==> config.mk <==
export PLATFORM = sky130hd
export DESIGN_NAME = cp15Regs
export DESIGN_NICKNAME = d
export VERILOG_FILES = /design/src/logic/cp15Pkg.sv /design/src/logic/cp15Regs.sv
export SDC_FILE = /design/constraint.sdc
export NUM_CORES = 1
export LEC_CHECK = 0
export BUFFER_PORTS_ARGS = -buffer_cell sky130_fd_sc_hd__buf_2
export CAP_MARGIN = 25
export CORE_MARGIN = 10
export CORE_UTILIZATION = 25
export CTS_BUF_LIST = sky130_fd_sc_hd__clkbuf_8 sky130_fd_sc_hd__clkbuf_16
export CTS_CLUSTER_DIAMETER = 50
export DETAILED_ROUTE_END_ITERATION = 10
export HOLD_SLACK_MARGIN = 0.06
export PLACE_DENSITY = 0.79
export SLEW_MARGIN = 30
export SYNTH_ARGS = -nofsm -noshare
export SYNTH_HDL_FRONTEND = slang
export SYNTH_SLANG_ARGS = --single-unit
==> constraint.sdc <==
create_clock -name clk -period 0.8 [get_ports clk]
set_input_delay 0.2 -clock clk [delete_from_list [all_inputs] [get_ports clk]]
set_output_delay 0.2 -clock clk [all_outputs]
set_load 0.01 [all_outputs]
==> src/logic/cp15Pkg.sv <==
package cp15Pkg;

  localparam int CtrlW      = 32;
  localparam int CtrlIEnBit = 12;
  localparam int CtrlDEnBit = 2;

  // Only the two cache enables are writable
  localparam logic [CtrlW-1:0] CtrlMask = (CtrlW'(1) << CtrlIEnBit) |
                                          (CtrlW'(1) << CtrlDEnBit);

  typedef enum logic [1:0] {
    CpWriteCtrl,
    CpInvICache,
    CpInvDCache,
    CpInvBoth
  } cpOpE;

  typedef struct packed {
    logic [31:13] rsvHi;
    logic         iEnable;
    logic [11:3]  rsvMid;
    logic         dEnable;
    logic [1:0]   rsvLo;
  } ctrlRegT;

endpackage

==> src/logic/cp15Regs.sv <==
`timescale 1ns/1ps

module cp15Regs (
  input  logic                        clk,
  input  logic                        rstN,
  input  logic                        cpStrb,
  input  cp15Pkg::cpOpE               cpOp,
  input  logic [cp15Pkg::CtrlW-1:0]   cpWrData,
  output cp15Pkg::ctrlRegT            ctrl,
  output logic                        invI,
  output logic                        invD
);
  import cp15Pkg::*;

  logic nextInvI;
  logic nextInvD;

  // Decode maintenance operations
  always_comb begin
    nextInvI = 1'b0;
    nextInvD = 1'b0;
    if (cpStrb) begin
      case (cpOp)
        CpInvICache: begin
          nextInvI = 1'b1;
        end
        CpInvDCache: begin
          nextInvD = 1'b1;
        end
        CpInvBoth: begin
          nextInvI = 1'b1;
          nextInvD = 1'b1;
        end
        default: begin
        end
      endcase
    end
  end

  always_ff @(posedge clk) begin
    if (!rstN) begin
      ctrl <= '0;
      invI <= 1'b0;
      invD <= 1'b0;
    end else begin
      // Strobes last exactly one cycle
      invI <= nextInvI;
      invD <= nextInvD;
      if (cpStrb && cpOp == CpWriteCtrl) begin
        // Reserved fields stay zero
        ctrl <= ctrlRegT'(cpWrData & CtrlMask);
      end
    end
  end

endmodule

==> impl_metrics.xml <==
<?xml version="1.0" encoding="UTF-8"?>
<metrics>
  <group name="global_route">
    <metric name="grt_first_pass_wirelength" unit="mm">1.16</metric>
    <metric name="grt_pass1_vias" unit="">254</metric>
    <metric name="grt_start_max_net_pins" unit="">7</metric>
    <metric name="grt_usage" unit="">0.0458</metric>
    <metric name="global_route.peak_usage_layer" unit="">met2</metric>
    <metric name="globalRouteOverflowTotal" unit="">0</metric>
    <metric name="antenna_found_initial" unit="">0</metric>
    <metric name="met3_usage" unit="">0.0343</metric>
    <metric name="gr-usage-met1" unit="">0.0311</metric>
    <metric name="grt_util_met2" unit="">0.0706</metric>
  </group>
  <group name="placed_design">
    <metric name="place.port_buffers" unit="">10</metric>
    <metric name="place.gp.congestion" unit="">0.676</metric>
    <metric name="placed_cells" unit="">68</metric>
    <metric name="dpl_worst_slack" unit="ns">-0.0620</metric>
    <metric name="dpl.hpwl" unit="um">719</metric>
  </group>
  <group name="drt">
    <metric name="detailedRoute.firstPassIterationCount" unit="">2</metric>
    <metric name="post_drt_wl_per_cell" unit="um">11.2</metric>
    <metric name="antenna_left" unit="">0</metric>
    <metric name="initialDrtViolationCount" unit="">1</metric>
    <metric name="route.detailed.vias_per_inst" unit="">3.10</metric>
    <metric name="route.detailed.drc" unit="">0</metric>
    <metric name="vias" unit="">220</metric>
    <metric name="postRouteWirelength" unit="um">797</metric>
  </group>
  <group name="synth">
    <metric name="yosys_warnings" unit="">0</metric>
    <metric name="synth_seq_area_share" unit="">0.213</metric>
    <metric name="synth_simple_gate_area_share" unit="">0.126</metric>
    <metric name="combinational_family_with_the_most_area_after_synthesis" unit="">buffers and inverters</metric>
    <metric name="mappedNetlistArea" unit="um2">377</metric>
    <metric name="synth-adder-area-share" unit="">0</metric>
    <metric name="top_cell_type_by_total_area_after_synthesis" unit="">buf_4</metric>
    <metric name="count_of_flip_flops_with_a_built_in_enable_after_synthesis" unit="">0</metric>
    <metric name="synth_area_leaders" unit="">buf_4 (60%), dfxtp_1 (21%), mux2i_1 (5.3%)</metric>
    <metric name="synthMuxAreaShare" unit="">0.0532</metric>
    <metric name="synth_xor_xnor_area_share" unit="">0</metric>
    <metric name="yosysMostFrequentCell" unit="">buf_4</metric>
    <metric name="syn_area_per_cell" unit="um2">8.56</metric>
    <metric name="syn_inst" unit="">44</metric>
    <metric name="synth-async-reset-ratio" unit="">0</metric>
    <metric name="yosysTopAreaCellShare" unit="">0.598</metric>
    <metric name="synth.lib_cells_used.distinct" unit="">8</metric>
    <metric name="yosys_register_bits" unit="">4</metric>
    <metric name="post_synth_most_frequent_cells" unit="">buf_4 (30), dfxtp_1 (4), nand2_1 (4), mux2i_1 (2)</metric>
    <metric name="synth-compound-area-share" unit="">0</metric>
    <metric name="postSynth.topFlopCell" unit="">dfxtp_1</metric>
  </group>
  <group name="cells_and_area">
    <metric name="num-nets-final" unit="">95</metric>
    <metric name="areaGrowthSynthToFinish" unit="%">2.33</metric>
    <metric name="final-instance-count-excl-fill" unit="">71</metric>
    <metric name="multi_input_area" unit="um2">180</metric>
    <metric name="fin_util" unit="">0.282</metric>
    <metric name="sequential_cell_area" unit="um2">82.6</metric>
    <metric name="layout-drive-gt1-share" unit="">0.304</metric>
    <metric name="filler_cell_count" unit="">159</metric>
    <metric name="num_antenna_cells" unit="">0</metric>
  </group>
  <group name="clock_network">
    <metric name="cts.clk_slew.worst_paths" unit="ns">0.03</metric>
    <metric name="clkSinkCount" unit="">4</metric>
    <metric name="tritoncts" unit="">built</metric>
    <metric name="clock_path_buffers" unit="">2</metric>
    <metric name="cts_post_setup_buffers_inserted" unit="">0</metric>
    <metric name="cts_made_buffers" unit="">3</metric>
    <metric name="insertion_delay" unit="ns">0.21</metric>
    <metric name="cts_max_level" unit="">1</metric>
    <metric name="clock_tree.root_cell" unit="">clkbuf_8</metric>
  </group>
  <group name="worst_hold_path">
    <metric name="worstHoldPathType" unit="">in2reg</metric>
  </group>
  <group name="worst_setup_path">
    <metric name="worst_ep_arrival_time" unit="ns">0.64</metric>
    <metric name="path_delay_family" unit="">flip-flops</metric>
    <metric name="cp-start-kind" unit="">register</metric>
    <metric name="worst_setup_path_end_kind" unit="">output port</metric>
    <metric name="cp_cell_sequence" unit="">buf_6</metric>
    <metric name="timing.critical_path.slowest_stage_cell" unit="">dfxtp_2</metric>
    <metric name="critical_path_peak_fanout" unit="">2</metric>
    <metric name="required" unit="ns">0.60</metric>
    <metric name="slowest_delay" unit="ns">0.31</metric>
    <metric name="setup.worst_path.class" unit="">reg2out</metric>
    <metric name="cp_num_buf_inv" unit="">1</metric>
  </group>
  <group name="floorplanning">
    <metric name="fp-row-count" unit="">13</metric>
    <metric name="y_dimension_of_the_die" unit="um">58.8</metric>
    <metric name="io_pins" unit="">71</metric>
    <metric name="initial_core_util" unit="">0.276</metric>
    <metric name="die_w" unit="um">58.8</metric>
    <metric name="floorplan.core_area" unit="um2">1370</metric>
    <metric name="floorplan.die_area" unit="um2">3460</metric>
  </group>
  <group name="job">
    <metric name="maxCapViolations" unit="">0</metric>
  </group>
  <group name="run_status">
    <metric name="run_status" unit="">finished, violations left</metric>
    <metric name="failed_checks" unit="">negative setup slack</metric>
  </group>
  <group name="pwr">
    <metric name="max-vdd-ir-drop" unit="mV">0.358</metric>
    <metric name="finalPower" unit="mW">0.750</metric>
    <metric name="power-per-cell-area" unit="nW/um2">1950</metric>
    <metric name="leak_pwr" unit="nW">0.227</metric>
  </group>
  <group name="timing">
    <metric name="final_min_period_over_clock_period" unit="">1.05</metric>
    <metric name="final_setup_tns" unit="ns">-0.127</metric>
    <metric name="setup_viol_count_final" unit="">4</metric>
    <metric name="hold_viol" unit="">0</metric>
    <metric name="fmax" unit="MHz">1200</metric>
    <metric name="drv_slew" unit="">0</metric>
    <metric name="rsz0062_at_grt" unit="">yes</metric>
    <metric name="finClkSkew" unit="ns">0</metric>
    <metric name="final_period_minus_worst_setup_slack" unit="ns">0.836</metric>
    <metric name="fin_ws" unit="ns">-0.0364</metric>
  </group>
</metrics>
==> power breakdown <==
group          internal [mW]  total, mW  switching [mW]  leakage (nW)
combinational         0.0298      0.122          0.0923         0.172
clock                  0.320      0.416          0.0956        0.0216
sequential             0.209      0.212         0.00298        0.0336
==> worst paths after layout <==
kind	from	to	slack, ns	cells past startpoint
max	ctrl[12]$_SDFFE_PN0P_	ctrl[12]	-0.04	1
min	cpWrData[2]	ctrl[2]$_SDFFE_PN0P_	0.23	3
max reg2reg	ctrl[12]$_SDFFE_PN0P_	ctrl[12]$_SDFFE_PN0P_	0.23	2
min reg2reg	ctrl[2]$_SDFFE_PN0P_	ctrl[2]$_SDFFE_PN0P_	0.46	2
==> metal layers <==
| metal | vias up | share of wire |
|---|---|---|
| met3 | 4 | 0.16 |
| met4 | 0 | 0.025 |
| met2 | 25 | 0.51 |
| met1 | 90 | 0.30 |
| li1 | 101 | - |
| met5 | - | 0 |
==> flip-flops by register name, indices dropped and copies added (netlist names) <==
| name | cells |
|---|---|
| invI | 1 |
| ctrl | 2 |
| invD | 1 |
==> cell type report <==
class	count	area share
multi-input cells	39	0.468
clock buffers	3	0.107
well taps	15	0.0487
flip-flops and latches	4	0.214
repair buffers	10	0.162
==> cell families (layout without fill, tap and decap cells) <==
family | after synthesis | after routing
buffers and inverters | 30 | 13
other | 1 | 30
AND/OR/NAND/NOR | 7 | 7
flip-flops | 4 | 4
multiplexers | 2 | 2
==> metrics by stage <==
stage	hold slack (ns)	cell area [um2]
after detailed placement	0.453	329
after global routing	0.252	385
after global placement	0.442	329
after floorplan	0.342	485
after CTS	0.235	385
final	0.235	385
==> placed cells by master (no fill, tap or decap), drive strengths merged <==
cell	synthesis	final
conb	1	30
and3	2	2
nand2	4	4
mux2i	2	2
buf	30	10
clkbuf	0	3
nor3b	1	1
dfxtp	4	4
==> timing repair <==
item                       4_1_cts  5_1_grt
setup endpoints to repair        4        4
gates resized for setup          4        0
hold buffers                     0        0
Note: power is estimated with default switching activity, not from simulation.
