## src/logic/memPkg.sv

```systemverilog
package memPkg;

  localparam int AddrW      = 32;
  localparam int DataW      = 32;
  localparam int MaskW      = DataW / 8;
  localparam int OffW       = 2;

  // Backing memory, word addressed by byte address bits 11:2
  localparam int MemWords   = 1024;
  localparam int MemIdxW    = $clog2(MemWords);
  localparam int MemWait    = 2;
  localparam int WaitW      = $clog2(MemWait + 1);

  // Direct mapped caches with one-word lines
  localparam int CacheLines = 16;
  localparam int IdxW       = $clog2(CacheLines);
  localparam int TagW       = AddrW - IdxW - OffW;

  typedef struct packed {
    logic [AddrW-1:0] addr;
    logic             write;
    logic [DataW-1:0] wrData;
    logic [MaskW-1:0] byteMask;
  } memReqT;

  typedef struct packed {
    logic [AddrW-1:0] addr;
  } fetchReqT;

  function automatic logic [IdxW-1:0] lineIdx(logic [AddrW-1:0] addr);
    return addr[OffW +: IdxW];
  endfunction

  function automatic logic [TagW-1:0] lineTag(logic [AddrW-1:0] addr);
    return addr[AddrW-1 -: TagW];
  endfunction

  function automatic logic [MemIdxW-1:0] wordIdx(logic [AddrW-1:0] addr);
    return addr[OffW +: MemIdxW];
  endfunction

  // Replace only the bytes selected by the mask
  function automatic logic [DataW-1:0] mergeBytes(logic [DataW-1:0] oldWord,
                                                  logic [DataW-1:0] newWord,
                                                  logic [MaskW-1:0] mask);
    logic [DataW-1:0] res;
    res = oldWord;
    for (int b = 0; b < MaskW; b++) begin
      if (mask[b]) begin
        res[8*b +: 8] = newWord[8*b +: 8];
      end
    end
    return res;
  endfunction

endpackage

```

## src/logic/dataCache.sv

```systemverilog
`timescale 1ns/1ps

module dataCache (
  input  logic                      clk,
  input  logic                      rstN,
  input  logic                      enable,
  input  logic                      invalidate,
  input  logic                      reqStrb,
  input  memPkg::memReqT            req,
  output logic                      rspStrb,
  output logic [memPkg::DataW-1:0]  rdData,
  output logic                      busStrb,
  output memPkg::memReqT            busReq,
  input  logic                      busReady,
  input  logic [memPkg::DataW-1:0]  busRdData
);
  import memPkg::*;

  typedef enum logic [1:0] {
    Idle,
    Lookup,
    Miss
  } stateE;

  stateE            state;
  stateE            stateNext;
  memReqT           reqQ;
  logic [CacheLines-1:0] valid;
  logic [TagW-1:0]  tagArr [CacheLines];
  logic [DataW-1:0] dataArr [CacheLines];
  logic [IdxW-1:0]  idx;
  logic             hit;
  logic             loadHit;
  logic             done;
  logic             fill;
  logic             storeMerge;

  assign idx     = lineIdx(reqQ.addr);
  assign hit     = enable && valid[idx] && (tagArr[idx] == lineTag(reqQ.addr));
  // Stores always go out on the bus
  assign loadHit = hit && !reqQ.write;
  assign done    = (state == Miss) && busReady;

  // Write-through, no allocate on a store miss
  assign fill       = done && enable && !reqQ.write;
  assign storeMerge = done && reqQ.write && hit;

  always_comb begin
    stateNext = state;
    case (state)
      Idle:    if (reqStrb) stateNext = Lookup;
      Lookup:  stateNext = loadHit ? Idle : Miss;
      Miss:    if (busReady) stateNext = Idle;
      default: stateNext = Idle;
    endcase
  end

  assign rspStrb = ((state == Lookup) && loadHit) || done;
  assign rdData  = (state == Lookup) ? dataArr[idx] : busRdData;

  assign busStrb = (state == Lookup) && !loadHit;
  assign busReq  = reqQ;

  always_ff @(posedge clk) begin
    if (!rstN) begin
      state <= Idle;
      valid <= '0;
    end else begin
      state <= stateNext;
      if (invalidate) begin
        valid <= '0;
      end else if (fill) begin
        valid[idx] <= 1'b1;
      end
    end
  end

  always_ff @(posedge clk) begin
    if (state == Idle && reqStrb) begin
      reqQ <= req;
    end
    if (fill) begin
      tagArr[idx]  <= lineTag(reqQ.addr);
      dataArr[idx] <= busRdData;
    end else if (storeMerge) begin
      // Keep the cached copy in step with memory
      dataArr[idx] <= mergeBytes(dataArr[idx], reqQ.wrData, reqQ.byteMask);
    end
  end

endmodule

```

## config.mk

```make
export PLATFORM = sky130hd
export DESIGN_NAME = dataCache
export DESIGN_NICKNAME = d
export VERILOG_FILES = /design/src/logic/memPkg.sv /design/src/logic/dataCache.sv
export SDC_FILE = /design/constraint.sdc
export NUM_CORES = 1
export LEC_CHECK = 0
export BUFFER_PORTS_ARGS = -buffer_cell sky130_fd_sc_hd__buf_2
export CORE_MARGIN = 2
export CORE_UTILIZATION = 45
export CTS_CLUSTER_SIZE = 10
export DETAILED_ROUTE_END_ITERATION = 7
export PLACE_DENSITY = 0.6
export SKIP_LAST_GASP = 1
export SLEW_MARGIN = 5
export SYNTH_ARGS = -nofsm -noshare
export SYNTH_HDL_FRONTEND = slang
export SYNTH_SLANG_ARGS = --single-unit
```

## constraint.sdc

```tcl
create_clock -name clk -period 9.4 [get_ports clk]
set_input_delay 1.41 -clock clk [delete_from_list [all_inputs] [get_ports clk]]
set_output_delay 1.41 -clock clk [all_outputs]
set_load 0.02 [all_outputs]
```

==> results.py <==
metrics = {
    "synthesis": {
        "postSynthCellCount": 1753,
        "async_flop_share": 0,
        "ys_seq_area_frac": 0.7601,
        "synth_nets": 1860,
        "ys.flop_type": "edfxtp_1",
        "syn-cell-area_sq_um": 39970,
        "syn_area_per_cell_sq_um": 22.80,
        "synth.top_cell.area_share": 0.7491,
        "synth_edf_count": 997,
        "synthDistinctLibCells": 60,
        "yosys_warnings": 0,
        "synth.largest_area_cell": "edfxtp_1",
        "ys_seq_elements": 1019,
        "synth_area_leaders": "edfxtp_1 (75%), mux4_2 (14%), mux2_2 (2.2%)",
    },
    "hold_path": {
        "min_path_cells": 1,
        "min_from": "valid[6]$_SDFFE_PP0P_",
        "worst_hold_path_type": "reg -> reg",
        "hold_path_end": "valid[6]$_SDFFE_PP0P_",
    },
    "placed_design": {
        "gp_congestion": 0.7618,
        "io_buffers": 209,
        "hpwl_microns": 47920,
    },
    "setup_path": {
        "crit_arrival_ns": 5.05,
        "crit_type": "reg -> out",
        "startpoint_type": "register",
        "rrSetupSlack_ns": 4.13,
        "crit_fanout": 72,
        "cp-end-kind": "output port",
        "cp.required_ns": 7.99,
        "regToRegEndpoint": "dataArr[9][16]$_DFFE_PP_",
        "r2r_cells": 11,
    },
    "sta": {
        "setup_viol": 0,
        "rsz0062_at_grt": "no",
        "maxSlewViolCount": 0,
        "final-hold-violation-count": 0,
        "holdWs_ns": 0.4669,
        "fmax_mhz": 154.9,
        "tns_ns": 0,
        "tightest_slew_ns": 1.132,
        "layout_min_cycle_time_ns": 6.455,
        "fin_worst_skew_ns": 0.04081,
        "relSlewSlack": 0.2410,
        "finalCritPeriodShare": 0.6867,
    },
    "cells_and_area": {
        "seq_area_sq_um": 30390,
        "syn_to_final_growth_pct": 14.57,
        "layout.nets": 2147,
        "layout-drive-gt1-share": 0.3661,
        "fillers": 6844,
        "antenna_cells": 0,
        "multi_input_area_sq_um": 9319,
    },
    "clock_tree": {
        "cts_made_buffers": 114,
        "cts_root_buf": "clkbuf_16",
        "ctsHoldBuffers": 0,
        "cts.reportedPaths.clkPinSlew_ns": 0.06,
        "cts_max_level": 3,
        "post_cts_buffers": 0,
        "cts_tree": "yes",
        "cts.repair.resized": 0,
        "clockBufferDepth": 3,
        "insertion_delay_ns": 0.70,
        "cts_sinks": 1019,
    },
    "global_route": {
        "first_global_vias": 19920,
        "grt_pass1_wl_microns": 131600,
        "gr-total-overflow": 0,
        "grt_max_degree": 73,
        "track_usage": 0.1988,
        "antenna_found_initial": 1,
    },
    "routing": {
        "wl_microns": 89430,
        "routed-via-count": 18730,
        "antenna_left": 0,
        "post-route-drc-count": 0,
        "dr.pass1.iters": 5,
        "viasPerCell": 5.784,
        "drtIter0Drc": 1443,
        "wire_per_inst_microns": 27.62,
    },
    "floorplan": {
        "die_width_microns": 302.0,
        "die_y_microns": 302.0,
        "row_count": 109,
        "core_sq_um": 88240,
        "start_util": 0.4529,
        "io_pins": 210,
        "fp.dieArea_sq_um": 91210,
    },
    "status": {
        "status": "finished clean",
    },
    "power": {
        "vdd_drop_max_uv": 160.5,
        "power_density_nw_per_um2": 212.8,
        "p_leak_nw": 14.72,
    },
    "job": {
        "cap_violations": 0,
    },
}
-- power breakdown --
| group | switching, mW | internal (mW) | leakage, nW |
|---|---|---|---|
| combinational | 0.375 | 0.351 | 4.00 |
| clock | 1.69 | 2.22 | 1.53 |
| sequential | 0.0883 | 5.03 | 9.18 |
| total | 2.15 | 7.59 | 14.7 |
-- routing by layer --
layer  part of all wire  global-route usage  vias up  wire, microns
li1                   -                   -     7952              -
met1               0.42              0.2630    10170          37180
met2               0.52              0.3425      469          46220
met3              0.044             0.03196      141           3963
met4              0.023             0.05728        2           2055
met5            0.00017                   0        -             15
-- cells in the mapped netlist, types with 4 or more instances --
cell type / count
buf_1: 17
and2_1: 4
dfxtp_1: 22
buf_2: 30
nand2b_1: 4
o21ai_0: 4
o21a_1: 17
a22o_1: 6
mux2_1: 23
a21oi_1: 9
nor2_1: 20
nand2_1: 23
mux4_1: 4
a22oi_1: 11
a21oi_2: 10
buf_6: 10
xor2_1: 18
nor3_1: 6
nand3_1: 13
mux2_2: 79
clkbuf_1: 22
mux2i_1: 71
mux4_2: 250
nor2b_1: 14
edfxtp_1: 997
xnor2_1: 11
buf_4: 7
-- cell usage in the layout, fill, tap and decap left out, drive strengths merged, types with 3 or more instances in the layout --
| cell | instances |
|---|---|
| edfxtp | 997 |
| clkinv | 7 |
| and2 | 4 |
| o21ai | 5 |
| nor3 | 7 |
| a22oi | 11 |
| dfxtp | 22 |
| xnor2 | 11 |
| xor2 | 18 |
| nand2b | 4 |
| o21a | 17 |
| inv | 5 |
| nand2 | 23 |
| mux2i | 71 |
| a21o | 3 |
| mux4 | 254 |
| nor4 | 3 |
| clkbuf | 139 |
| nor2 | 20 |
| a22o | 6 |
| a21oi | 19 |
| or3 | 4 |
| mux2 | 102 |
| nand3 | 13 |
| nor2b | 14 |
| a211oi | 3 |
| buf | 260 |
| a221oi | 3 |
-- cell type report --
cell class                 instances  area share
inverter                           3   0.0002459
tap                             1165     0.03183
multi-input combinational        642      0.2035
sequential                      1019      0.6638
clock inverter                    10    0.003662
timing repair buffer             260     0.03148
clock buffer                     139     0.06547
-- cells by family (layout without fill, tap and decap cells) --
kind of cell,count (synthesis),in the layout,synth area share
xor gates and xnor gates,29,29,0.006355
muxes,427,427,0.1900
AOI/OAI and AO/OA,82,82,0.01619
DFF,1019,1019,0.7601
buffers and inverters,92,412,0.01334
and+or+nand+nor,104,104,0.01396
-- state kept, by name, summed over array words and instances, names as in the netlist, named ones only --
name / cells
state: 2
dataArr: 512
valid: 16
tagArr: 416
busReq: 69
-- worst max-delay path, stage by stage, from the launching register on --
cell,delay [ns]
dfxtp_4,0.79
buf_12,0.48
mux4_1,0.65
mux4_2,0.51
xnor2_1,0.16
o31ai_1,0.13
a2111oi_4,0.28
o2111ai_2,0.32
nor3_1,0.58
a21o_1,0.22
buf_2,0.17
-- metrics by stage --
stage | instance area (sq um) | worst slack [ns] | power, mW | std cells | utilization
6_report | 45790 | 2.945 | 9.745 | 3238 | 0.5189
5_1_grt | 45790 | 2.503 | 10.06 | 3238 | 0.5189
4_1_cts | 45790 | 2.708 | 9.846 | 3238 | 0.5189
3_5_place_dp | 42620 | 3.471 | 5.951 | 3089 | 0.4830
3_3_place_gp | 42620 | 3.518 | 5.938 | 3089 | 0.4830
2_1_floorplan | 39970 | 1.808 | 5.721 | 1753 | -
-- how the worst max path moves through the flow --
stage | start | to | slack, ns
3_3_place_gp | register | rspStrb | 3.52
5_1_grt | register | rspStrb | 2.50
2_1_floorplan | reqStrb | register | 1.81
6_report | register | rspStrb | 2.94
4_1_cts | register | rspStrb | 2.71
3_5_place_dp | register | rspStrb | 3.47
Power figures use the tool's default switching activity.
