`src/logic/memPkg.sv`:
```
package memPkg;

  localparam int AddrW      = 32;
  localparam int DataW      = 32;
  localparam int MaskW      = DataW / 8;
  localparam int OffW       = 2;

  // Backing memory, word addressed by byte address bits 11:2
  localparam int MemWords   = 1024;
  localparam int MemIdxW    = $clog2(MemWords);
  localparam int MemWait    = 2;
  localparam int WaitW      = $clog2(MemWait + 1);

  // Direct mapped caches with one-word lines
  localparam int CacheLines = 16;
  localparam int IdxW       = $clog2(CacheLines);
  localparam int TagW       = AddrW - IdxW - OffW;

  typedef struct packed {
    logic [AddrW-1:0] addr;
    logic             write;
    logic [DataW-1:0] wrData;
    logic [MaskW-1:0] byteMask;
  } memReqT;

  typedef struct packed {
    logic [AddrW-1:0] addr;
  } fetchReqT;

  function automatic logic [IdxW-1:0] lineIdx(logic [AddrW-1:0] addr);
    return addr[OffW +: IdxW];
  endfunction

  function automatic logic [TagW-1:0] lineTag(logic [AddrW-1:0] addr);
    return addr[AddrW-1 -: TagW];
  endfunction

  function automatic logic [MemIdxW-1:0] wordIdx(logic [AddrW-1:0] addr);
    return addr[OffW +: MemIdxW];
  endfunction

  // Replace only the bytes selected by the mask
  function automatic logic [DataW-1:0] mergeBytes(logic [DataW-1:0] oldWord,
                                                  logic [DataW-1:0] newWord,
                                                  logic [MaskW-1:0] mask);
    logic [DataW-1:0] res;
    res = oldWord;
    for (int b = 0; b < MaskW; b++) begin
      if (mask[b]) begin
        res[8*b +: 8] = newWord[8*b +: 8];
      end
    end
    return res;
  endfunction

endpackage

```
`src/logic/busArbiter.sv`:
```
`timescale 1ns/1ps

module busArbiter (
  input  logic                      clk,
  input  logic                      rstN,
  input  logic                      iStrb,
  input  memPkg::memReqT            iReq,
  input  logic                      dStrb,
  input  memPkg::memReqT            dReq,
  output logic                      iReady,
  output logic                      dReady,
  output logic [memPkg::DataW-1:0]  rdDataOut,
  output logic                      memStrb,
  output memPkg::memReqT            memReq,
  input  logic                      memReady,
  input  logic [memPkg::DataW-1:0]  memRdData
);
  import memPkg::*;

  logic   busy;
  logic   ownerD;
  logic   iPendV;
  logic   dPendV;
  memReqT iPendReq;
  memReqT dPendReq;
  logic   iAvail;
  logic   dAvail;
  logic   issueI;
  logic   issueD;

  // A waiting slot or a fresh strobe
  assign iAvail = iPendV || iStrb;
  assign dAvail = dPendV || dStrb;

  // Bus frees up the cycle after ready, data wins
  assign issueD = !busy && dAvail;
  assign issueI = !busy && !dAvail && iAvail;

  assign memStrb = issueD || issueI;
  always_comb begin
    if (issueD) begin
      memReq = dPendV ? dPendReq : dReq;
    end else begin
      memReq = iPendV ? iPendReq : iReq;
    end
  end

  // Ready goes back to whoever owns the transfer
  assign iReady    = memReady && !ownerD;
  assign dReady    = memReady && ownerD;
  assign rdDataOut = memRdData;

  always_ff @(posedge clk) begin
    if (!rstN) begin
      busy   <= 1'b0;
      ownerD <= 1'b0;
      iPendV <= 1'b0;
      dPendV <= 1'b0;
    end else begin
      if (memStrb) begin
        busy   <= 1'b1;
        ownerD <= issueD;
      end else if (memReady) begin
        busy <= 1'b0;
      end
      iPendV <= iAvail && !issueI;
      dPendV <= dAvail && !issueD;
    end
  end

  always_ff @(posedge clk) begin
    if (iStrb) begin
      iPendReq <= iReq;
    end
    if (dStrb) begin
      dPendReq <= dReq;
    end
  end

endmodule

```
`config.mk`:
```
export PLATFORM = sky130hd
export DESIGN_NAME = busArbiter
export DESIGN_NICKNAME = d
export VERILOG_FILES = /design/src/logic/memPkg.sv /design/src/logic/busArbiter.sv
export SDC_FILE = /design/constraint.sdc
export NUM_CORES = 1
export LEC_CHECK = 0
export BUFFER_PORTS_ARGS = -buffer_cell sky130_fd_sc_hd__clkbuf_2
export CAP_MARGIN = 20
export CORE_ASPECT_RATIO = 0.7
export CORE_MARGIN = 1
export CORE_UTILIZATION = 49
export CTS_BUF_LIST = sky130_fd_sc_hd__clkbuf_8 sky130_fd_sc_hd__clkbuf_16
export DETAILED_ROUTE_END_ITERATION = 8
export PLACE_DENSITY = 0.81
export SYNTH_ARGS = -nofsm -noshare
export SYNTH_HDL_FRONTEND = slang
export SYNTH_SLANG_ARGS = --single-unit
```
`constraint.sdc`:
```
create_clock -name clk -period 1.8 [get_ports clk]
set_input_delay 0.54 -clock clk [delete_from_list [all_inputs] [get_ports clk]]
set_output_delay 0.54 -clock clk [all_outputs]
set_load 0.005 [all_outputs]
```
==> impl_metrics.tcl, run 1 <==
set metrics [dict create \
    run_status "complete, but fails checks" \
    violations "negative setup slack" \
    cp-end-kind "output pin" \
    die_h_um 101.3 \
    worst_slack_ns -0.4613 \
    power.leakage_nw 3.687 \
    cts_root_buf "clkbuf_16" \
    die_x_um 143.8 \
    drtAntennaViolNets 0 \
    grt_pass1_wl_mm 24.02 \
    cts_buffer_depth 2 \
    gp_congestion 0.7552 \
    ys_seq_area_frac 0.6126 \
    syn_inst 419 \
    fmax_ghz 0.4422 \
    hold_depth 1 \
    period_needed_ns 2.261 \
    synth_top_area_share 0.6010 \
    drc 0 \
    finalCritPeriodShare 1.256 \
    numCtsBuffers 17 \
    synthTopCellsByArea "edfxtp_1 60%, mux2i_1 30%, buf_4 3.8%, buf_12 2.0%, dfxtp_1 1.2%" \
    dp_hpwl_mm 10.10 \
    drt_iter0_markers 168 \
    rsz0062_at_grt "yes" \
    grt_pass1_vias 4550 \
    synth_area_mm2 0.006895 \
    num_rows 35 \
    start_util 0.5129 \
    vias 4360 \
    ir_drop_mv 0.6998 \
    powerDensity_mw_per_mm2 1007 \
    clkSinkCount 142 \
    die_area_mm2 0.01456 \
    final.setup_skew_ns 0.0008649 \
    viasPerCell 5.337 \
    areaGrowthSynthToFinish_pct 27.22 \
    arrival_ns 1.72 \
    clk-insertion-delay-late_ns 0.40 \
    grt_overflow 0 \
    num_antenna_cells 0 \
    finalNetCount 795 \
    critPathLaunchType "flip-flop" \
    setup_viol 70 \
    path_class "reg2out" \
    drive_gt1_frac 0.4430 \
    drv_cap 0 \
    clk_pin_slew_worst_paths_ns 0.06 \
    core_mm2 0.01344 \
    antenna_found_initial 0 \
    wl_mm 16.12 \
    avgSynthCellArea_um2 16.46 \
    tightest_slew_ns 0.9895 \
    dp.cells 771 \
    cts_hold_buffers 0 \
    yosysTopAreaCell "edfxtp_1" \
    r2r_cells 7 \
    min_path_type "in2reg" \
    grt_max_degree 72 \
    firstDrtPassIters 4 \
    htree_levels 4 \
    power_w 0.008831 \
    drv_slew 0 \
    cts_tree "done" \
    yosys_warnings 0 \
    track_usage 0.2242 \
    hold_viol 0 \
    instances_no_fill 817 \
    ys_types 22 \
    pin_count 279 \
    ys_ff_latch 142 \
    synth_nets 594 \
    max-slew-margin-rel 0.3403 \
    cp.required_ns 1.26 \
    routedWlPerCell_um 19.73 \
    crit_path_max_fanout 19 \
    port_buffers 214 \
]
-- area by class of cell --
| cell class | instances | area [µm²] |
|---|---|---|
| timing repair buffer | 238 | 1519 |
| clock buffer | 17 | 425.4 |
| sequential | 142 | 4233 |
| fill | 984 | 4672 |
| tap | 185 | 231.5 |
| multi-input combinational | 220 | 2212 |
| inverter | 1 | 3.754 |
| clock inverter | 14 | 147.6 |
-- sequential cells by signal, summed over array words and instances (netlist names) --
name      count
ownerD        1
iPendV        1
dPendReq     69
iPendReq     69
busy          1
dPendV        1
-- critical path, cell delays in order (launching register included) --
cell and delay [ns]:
dfxtp_4 0.37, o21bai_4 0.14, buf_12 0.16, buf_12 0.20, mux2i_2 0.27, clkbuf_2 0.15
-- through the flow --
stage          setup WS [ns]  instance area, µm²  hold slack (ns)  setup TNS, ns    util
2_1_floorplan        0.09083                6895           0.4658              0       -
3_3_place_gp         -0.3451                7861           0.5849         -17.05  0.5847
3_5_place_dp         -0.3645                7861           0.5714         -19.90  0.5847
4_1_cts              -0.4397                8758           0.3009         -27.63  0.6515
5_1_grt              -0.4979                8772           0.2994         -31.57  0.6525
6_report             -0.4613                8772           0.3217         -27.18  0.6525
-- cell families (layout without fill, tap and decap cells) --
kind of cell           after synthesis  after routing  synth area share
AND/OR/NAND/NOR                      7              7          0.005443
multiplexers                       207            207            0.3005
buffers and inverters               57            270           0.07331
flip-flops                         142            142            0.6126
AO/OA/AOI/OAI                        6              6          0.008166
-- cell usage in the layout (no fill, tap or decap), types with 4 or more instances in the layout --
| master | synthesis | layout |
|---|---|---|
| mux2i_2 | 0 | 6 |
| buf_4 | 35 | 9 |
| clkbuf_16 | 0 | 17 |
| clkinv_4 | 0 | 4 |
| buf_16 | 0 | 9 |
| buf_2 | 7 | 35 |
| edfxtp_1 | 138 | 138 |
| buf_12 | 7 | 6 |
| mux2i_1 | 207 | 200 |
| clkbuf_2 | 0 | 177 |
-- final timing paths --
| kind | slack, ns | from | endpoint |
|---|---|---|---|
| min | 0.32 | iReq[11] | iPendReq[11] |
| max reg2reg | 0.40 | busy | busy |
| max | -0.46 | dPendV | memReq[28] |
| min reg2reg | 0.61 | busy | dPendV |
-- where the power goes --
part	leakage, nW	switching (W)	internal, W	total (W)
Clock	0.278	0.00135	0.00203	0.00339
Sequential	1.39	0.0000889	0.00392	0.00401
Combinational	2.02	0.000688	0.000748	0.00144
-- routing by layer --
layer | vias up | routed length (µm) | track usage
li1 | 1997 | - | -
met4 | 0 | 152 | 0.06710
met2 | 220 | 7280 | 0.3581
met3 | 16 | 1577 | 0.07234
met5 | - | 0 | 0
met1 | 2127 | 7107 | 0.2937
-- synth_stat cells --
cell type    n
mux2i_1    207
edfxtp_1   138
buf_4       35
buf_12       7
buf_2        7
clkbuf_4     5
dfxtp_1      4
and2_1       2
a31oi_1      1
buf_6        1
buf_8        1
inv_1        1
nand2_1      1
nand2b_1     1
nor2_1       1
nor2b_1      1
nor3_1       1
o211a_1      1
o21ai_1      1
o21bai_1     1
o21bai_4     1
o2bb2ai_1    1
-- timing repair --
action / in CTS / in global routing
resized for setup: 15 / 43
pin swaps: 1 / 0
gates cloned: 7 / 0
setup endpoints to repair: 70 / 70
buffers inserted: 9 / 0
Note: power is estimated with default switching activity, not from simulation.
==> inputs of run 2 (changes only) <==
==> constraint.sdc (replaced) <==
create_clock -name clk -period 2.6 [get_ports clk]
set_input_delay 0.78 -clock clk [delete_from_list [all_inputs] [get_ports clk]]
set_output_delay 0.78 -clock clk [all_outputs]
set_load 0.005 [all_outputs]
==> run 2 against run 1 <==
  * The run now ends clean
  * Clock skew is 0.0064 ns higher
  * Worst setup slack better by 0.47 ns
  * Sequential power is 31% lower
  * Core utilization is 1.6 points lower
  * Cell area is 2.4% lower
  * Non-clock buffer count is 11 lower
  * Total power is 31% lower
  * Global-route usage is 1.2 points lower
  * Register-to-register slack better by 1.1 ns
  * First-iteration DRC count is 12% lower
  * Wire length is 4.1% lower
  * Cell count is 1.3% lower
  * Critical endpoint is now memReq[17]
==> impl_metrics.tcl, run 2 (synthesis results as in run 1) <==
set metrics [dict create \
    final_util 0.6366 \
    grt_pass1_vias 4523 \
    finalCritPeriodShare 0.9967 \
    tightest_slew_ns 1.003 \
    core_mm2 0.01344 \
    die_area_mm2 0.01456 \
    path_class "in2out" \
    wl_mm 15.45 \
    cts_hold_buffers 0 \
    num_rows 35 \
    powerDensity_mw_per_mm2 714.7 \
    critPathLaunchType "input pin" \
    gp_congestion 0.7813 \
    power_frac_seq 0.454 \
    clk-insertion-delay-late_ns 0.41 \
    htree_levels 4 \
    max-slew-margin-rel 0.3310 \
    min_path_type "reg2reg" \
    port_buffers 214 \
    dp.cells 771 \
    arrival_ns 1.81 \
    grt_max_degree 72 \
    firstDrtPassIters 4 \
    cp.required_ns 1.82 \
    drv_slew 0 \
    multi_input_area_mm2 0.002202 \
    pre_cts_slack_ns -0.03879 \
    grt_pass1_wl_mm 23.09 \
    cts_tree "done" \
    drt_iter0_markers 148 \
    worst_slack_ns 0.008596 \
    routedWlPerCell_um 19.17 \
    num_antenna_cells 0 \
    period_needed_ns 2.591 \
    clock_power_share 0.399 \
    grt_overflow 0 \
    intPower_w 0.004671 \
    cts_buffer_depth 2 \
    clk_pin_slew_worst_paths_ns 0.06 \
    final_common_cell "clkbuf_2" \
    pwr-share-comb 0.147 \
    top_regs "dPendReq (69), iPendReq (69)" \
    register_area_mm2 0.004233 \
    antenna_found_initial 0 \
    setup_viol 0 \
    track_usage 0.2120 \
    cts_root_buf "clkbuf_16" \
    die_h_um 101.3 \
    final.setup_skew_ns 0.007311 \
    viasPerCell 5.304 \
    die_x_um 143.8 \
    numCtsBuffers 17 \
    final_area_mm2 0.008558 \
    drc 0 \
    instances_no_fill 806 \
    cp-end-kind "output pin" \
    crit_path_max_fanout 37 \
    fillers 1000 \
    vias 4275 \
    dp_hpwl_mm 10.52 \
    drtAntennaViolNets 0 \
    hold_viol 0 \
    finalNetCount 784 \
    start_util 0.5129 \
    power.switching_w 0.001446 \
    ir_drop_mv 0.4695 \
    power.leakage_nw 3.600 \
    final_cell_mix "212 x clkbuf_2, 202 x mux2i_1, 138 x edfxtp_1" \
    placed_area_mm2 0.007861 \
    drive_gt1_frac 0.4267 \
    clkSinkCount 142 \
    areaGrowthSynthToFinish_pct 24.12 \
    power_w 0.006117 \
    fmax_ghz 0.3859 \
    pin_count 279 \
    drv_cap 0 \
    p_sw_frac 0.2364 \
    run_status "completed" \
]
==> run 2: changes by cell type in the layout (fill, tap and decap cells not counted), sizes merged <==
cell and change:
clkinvlp -1, buf -47, clkbuf +36, bufinv +1
==> run 2: path summary, 6_finish.rpt <==
kind	from	slack, ns	cells after the start	end
min reg2reg	busy	0.49	1	dPendV
max reg2reg	dPendV	1.47	4	busy
min	busy	0.49	1	dPendV
max	dStrb	0.009	5	memReq[17]
==> run 2: through the flow <==
stage	hold slack, ns	setup TNS, ns
detailed placement	0.4892	-0.07693
global route	0.4978	-0.1690
CTS	0.5156	0
global placement	0.4890	-0.03849
floorplan	0.4658	0
finish	0.4918	0
==> run 2: area by class of cell <==
type,count,share of cell area
well taps,185,0.02705
flip-flops and latches,142,0.4946
clock buffers,17,0.04971
inverters,1,0.0004386
multi-input cells,220,0.2573
clock inverters,14,0.01988
repair buffers,227,0.1510
==> run 2: critical path, cell delays in order <==
cell      delay (ns)
buf_6           0.10
o21bai_4        0.16
buf_12          0.29
mux2i_2         0.29
clkbuf_2        0.15
==> run 2: what timing repair did <==
item	CTS	global route
endpoints found under the hold margin	0	0
endpoints found under the setup margin	6	18
cloned	0	1
buffers inserted	0	3
gates resized for setup	5	4
==> run 2: routing by layer <==
metal | GRT usage | part of all wire | vias up
li1 | - | - | 1982
met1 | 0.2597 | 0.44 | 2087
met2 | 0.3559 | 0.47 | 193
met3 | 0.08085 | 0.083 | 13
met4 | 0.05155 | 0.0085 | 0
met5 | 0 | 0 | -
==> run 2: power groups by stage <==
| stage | combinational, W | clock, W | sequential, W |
|---|---|---|---|
| after floorplan | 0.000526 | 0 | 0.00279 |
| after global placement | 0.000830 | 0 | 0.00282 |
| after detailed placement | 0.000856 | 0 | 0.00283 |
| after CTS | 0.000870 | 0.00248 | 0.00278 |
| after global routing | 0.000975 | 0.00257 | 0.00279 |
| final | 0.000901 | 0.00244 | 0.00277 |
==> inputs of run 3 (changes only) <==
--- a/config.mk
+++ b/config.mk
@@ -9,10 +9,9 @@
 export CAP_MARGIN = 20
 export CORE_ASPECT_RATIO = 0.7
 export CORE_MARGIN = 1
-export CORE_UTILIZATION = 49
+export CORE_UTILIZATION = 33
 export CTS_BUF_LIST = sky130_fd_sc_hd__clkbuf_8 sky130_fd_sc_hd__clkbuf_16
 export DETAILED_ROUTE_END_ITERATION = 8
-export PLACE_DENSITY = 0.81
 export SYNTH_ARGS = -nofsm -noshare
 export SYNTH_HDL_FRONTEND = slang
 export SYNTH_SLANG_ARGS = --single-unit
==> run 3 against run 2 <==
  * The run now ends with negative setup slack left
  * Sequential share of layout area fell by 1.7 points
  * First-iteration DRC count grew 50%
  * Sequential power is essentially flat
  * Flip-flop and latch count stayed put
  * Via count decreased by 0.16%
  * Clock skew down 0.0070 ns
  * Combinational power grew 7.0%
  * Largest cell class unchanged
==> impl_metrics.tcl, run 3 (synthesis results as in run 1) <==
set metrics [dict create \
    grt_pass1_vias 4444 \
    clk-insertion-delay-late_ns 0.42 \
    track_usage 0.1475 \
    num_rows 43 \
    period_needed_ns 2.606 \
    gp_congestion 0.8405 \
    drtAntennaViolNets 0 \
    drive_gt1_frac 0.4391 \
    final.setup_skew_ns 0.0003197 \
    cp-end-kind "output pin" \
    min_from "busy" \
    r2r_end "busy" \
    power_w 0.006147 \
    pre_cts_slack_ns -0.005805 \
    cts_root_buf "clkbuf_16" \
    fin_tns_setup_ns -0.01480 \
    powerDensity_mw_per_mm2 694.0 \
    grt_pass1_wl_mm 23.85 \
    min_path_type "reg2reg" \
    antenna_found_initial 0 \
    max-slew-margin-rel 0.3497 \
    finalNetCount 802 \
    multi_input_area_mm2 0.002202 \
    cts_hold_buffers 0 \
    final_common_cell "mux2i_1" \
    hold_viol 0 \
    finalCritPeriodShare 1.002 \
    areaGrowthSynthToFinish_pct 28.45 \
    cts_buffer_depth 2 \
    crit-reg2reg-launch "iPendV" \
    grt_max_degree 71 \
    pin_count 279 \
    critPathCapture "memReq[18]" \
    num_antenna_cells 0 \
    drv_cap 0 \
    drt_iter0_markers 222 \
    startpoint "dStrb" \
    final_area_mm2 0.008857 \
    dp.cells 869 \
    final_cell_mix "202 x mux2i_1, 188 x clkbuf_2, 138 x edfxtp_1" \
    dp_hpwl_mm 10.94 \
    crit_path_max_fanout 9 \
    setup_viol 4 \
    reg2reg_slack_ns 1.51 \
    drc 0 \
    numCtsBuffers 17 \
    path_class "in2out" \
    wl_mm 16.20 \
    ir_drop_mv 0.4185 \
    rsz0062_at_grt "yes" \
    fmax_ghz 0.3838 \
    arrival_ns 1.83 \
    viasPerCell 4.690 \
    violations "negative setup slack" \
    clk_pin_slew_worst_paths_ns 0.06 \
    clkSinkCount 142 \
    cts_tree "done" \
    cp.required_ns 1.82 \
    die_h_um 122.9 \
    drv_slew 0 \
    htree_levels 4 \
    r2r_cells 3 \
    top_regs "dPendReq (69), iPendReq (69)" \
    start_util 0.3427 \
    grt_overflow 0 \
    core_mm2 0.02012 \
    port_buffers 214 \
    power.leakage_nw 3.711 \
    instances_no_fill 910 \
    placed_area_mm2 0.008080 \
    run_status "complete, but fails checks" \
    routedWlPerCell_um 17.80 \
    vias 4268 \
    fillers 1856 \
    critPathLaunchType "input pin" \
    hold_depth 1 \
    tightest_slew_ns 0.9754 \
    firstDrtPassIters 4 \
    die_area_mm2 0.02149 \
    worst_slack_ns -0.005503 \
    die_x_um 174.8 \
    register_area_mm2 0.004233 \
]
-- run 3: changes by cell type in the layout (fill, tap and decap cells not counted), sizes merged --
cell	delta
clkinv	+5
buf	+41
clkbuf	-23
inv	-3
clkinvlp	-1
-- run 3: final cells by class --
type	count	area share
Timing Repair Buffer	245	0.1695
Sequential cell	142	0.4779
Clock buffer	17	0.04803
Inverter	1	0.0004238
Clock inverter	15	0.01738
Multi-Input combinational cell	220	0.2486
Tap cell	270	0.03814
-- run 3: worst min-delay path by stage --
stage | end | slack [ns]
after floorplan | dPendV | 0.47
after CTS | dPendV | 0.52
final | dPendV | 0.49
after global placement | dPendV | 0.49
after detailed placement | dPendV | 0.51
after global routing | dPendV | 0.50
-- run 3: critical path, stage by stage --
cell       delay [ns]
buf_8            0.10
o21bai_4         0.17
buf_12           0.15
clkbuf_16        0.17
buf_4            0.12
mux2i_1          0.18
buf_2            0.15
-- run 3: timing repair --
action,4_1_cts,5_1_grt
endpoints found under the hold margin,0,0
setup endpoints to repair,4,22
cloned,0,2
resized for setup,0,44
buffers inserted,3,4
-- run 3: routing by layer --
metal,GRT usage,part of all wire,vias up
met5,0,0,-
met4,0.04620,0.014,0
met3,0.06058,0.080,22
met2,0.2150,0.42,185
met1,0.1989,0.49,2053
li1,-,-,2008
-- run 3: power breakdown --
group          leakage (nW)  switching [W]  internal (W)
clock network         0.288       0.000928       0.00148
logic                  2.04       0.000460      0.000503
registers              1.39      0.0000572       0.00271
-- run 3: per-stage QoR --
stage / hold slack, ns / utilization
finish: 0.4885 / 0.4402
global route: 0.5031 / 0.4402
global placement: 0.4949 / 0.4016
floorplan: 0.4658 / -
detailed placement: 0.5063 / 0.4016
CTS: 0.5175 / 0.4315
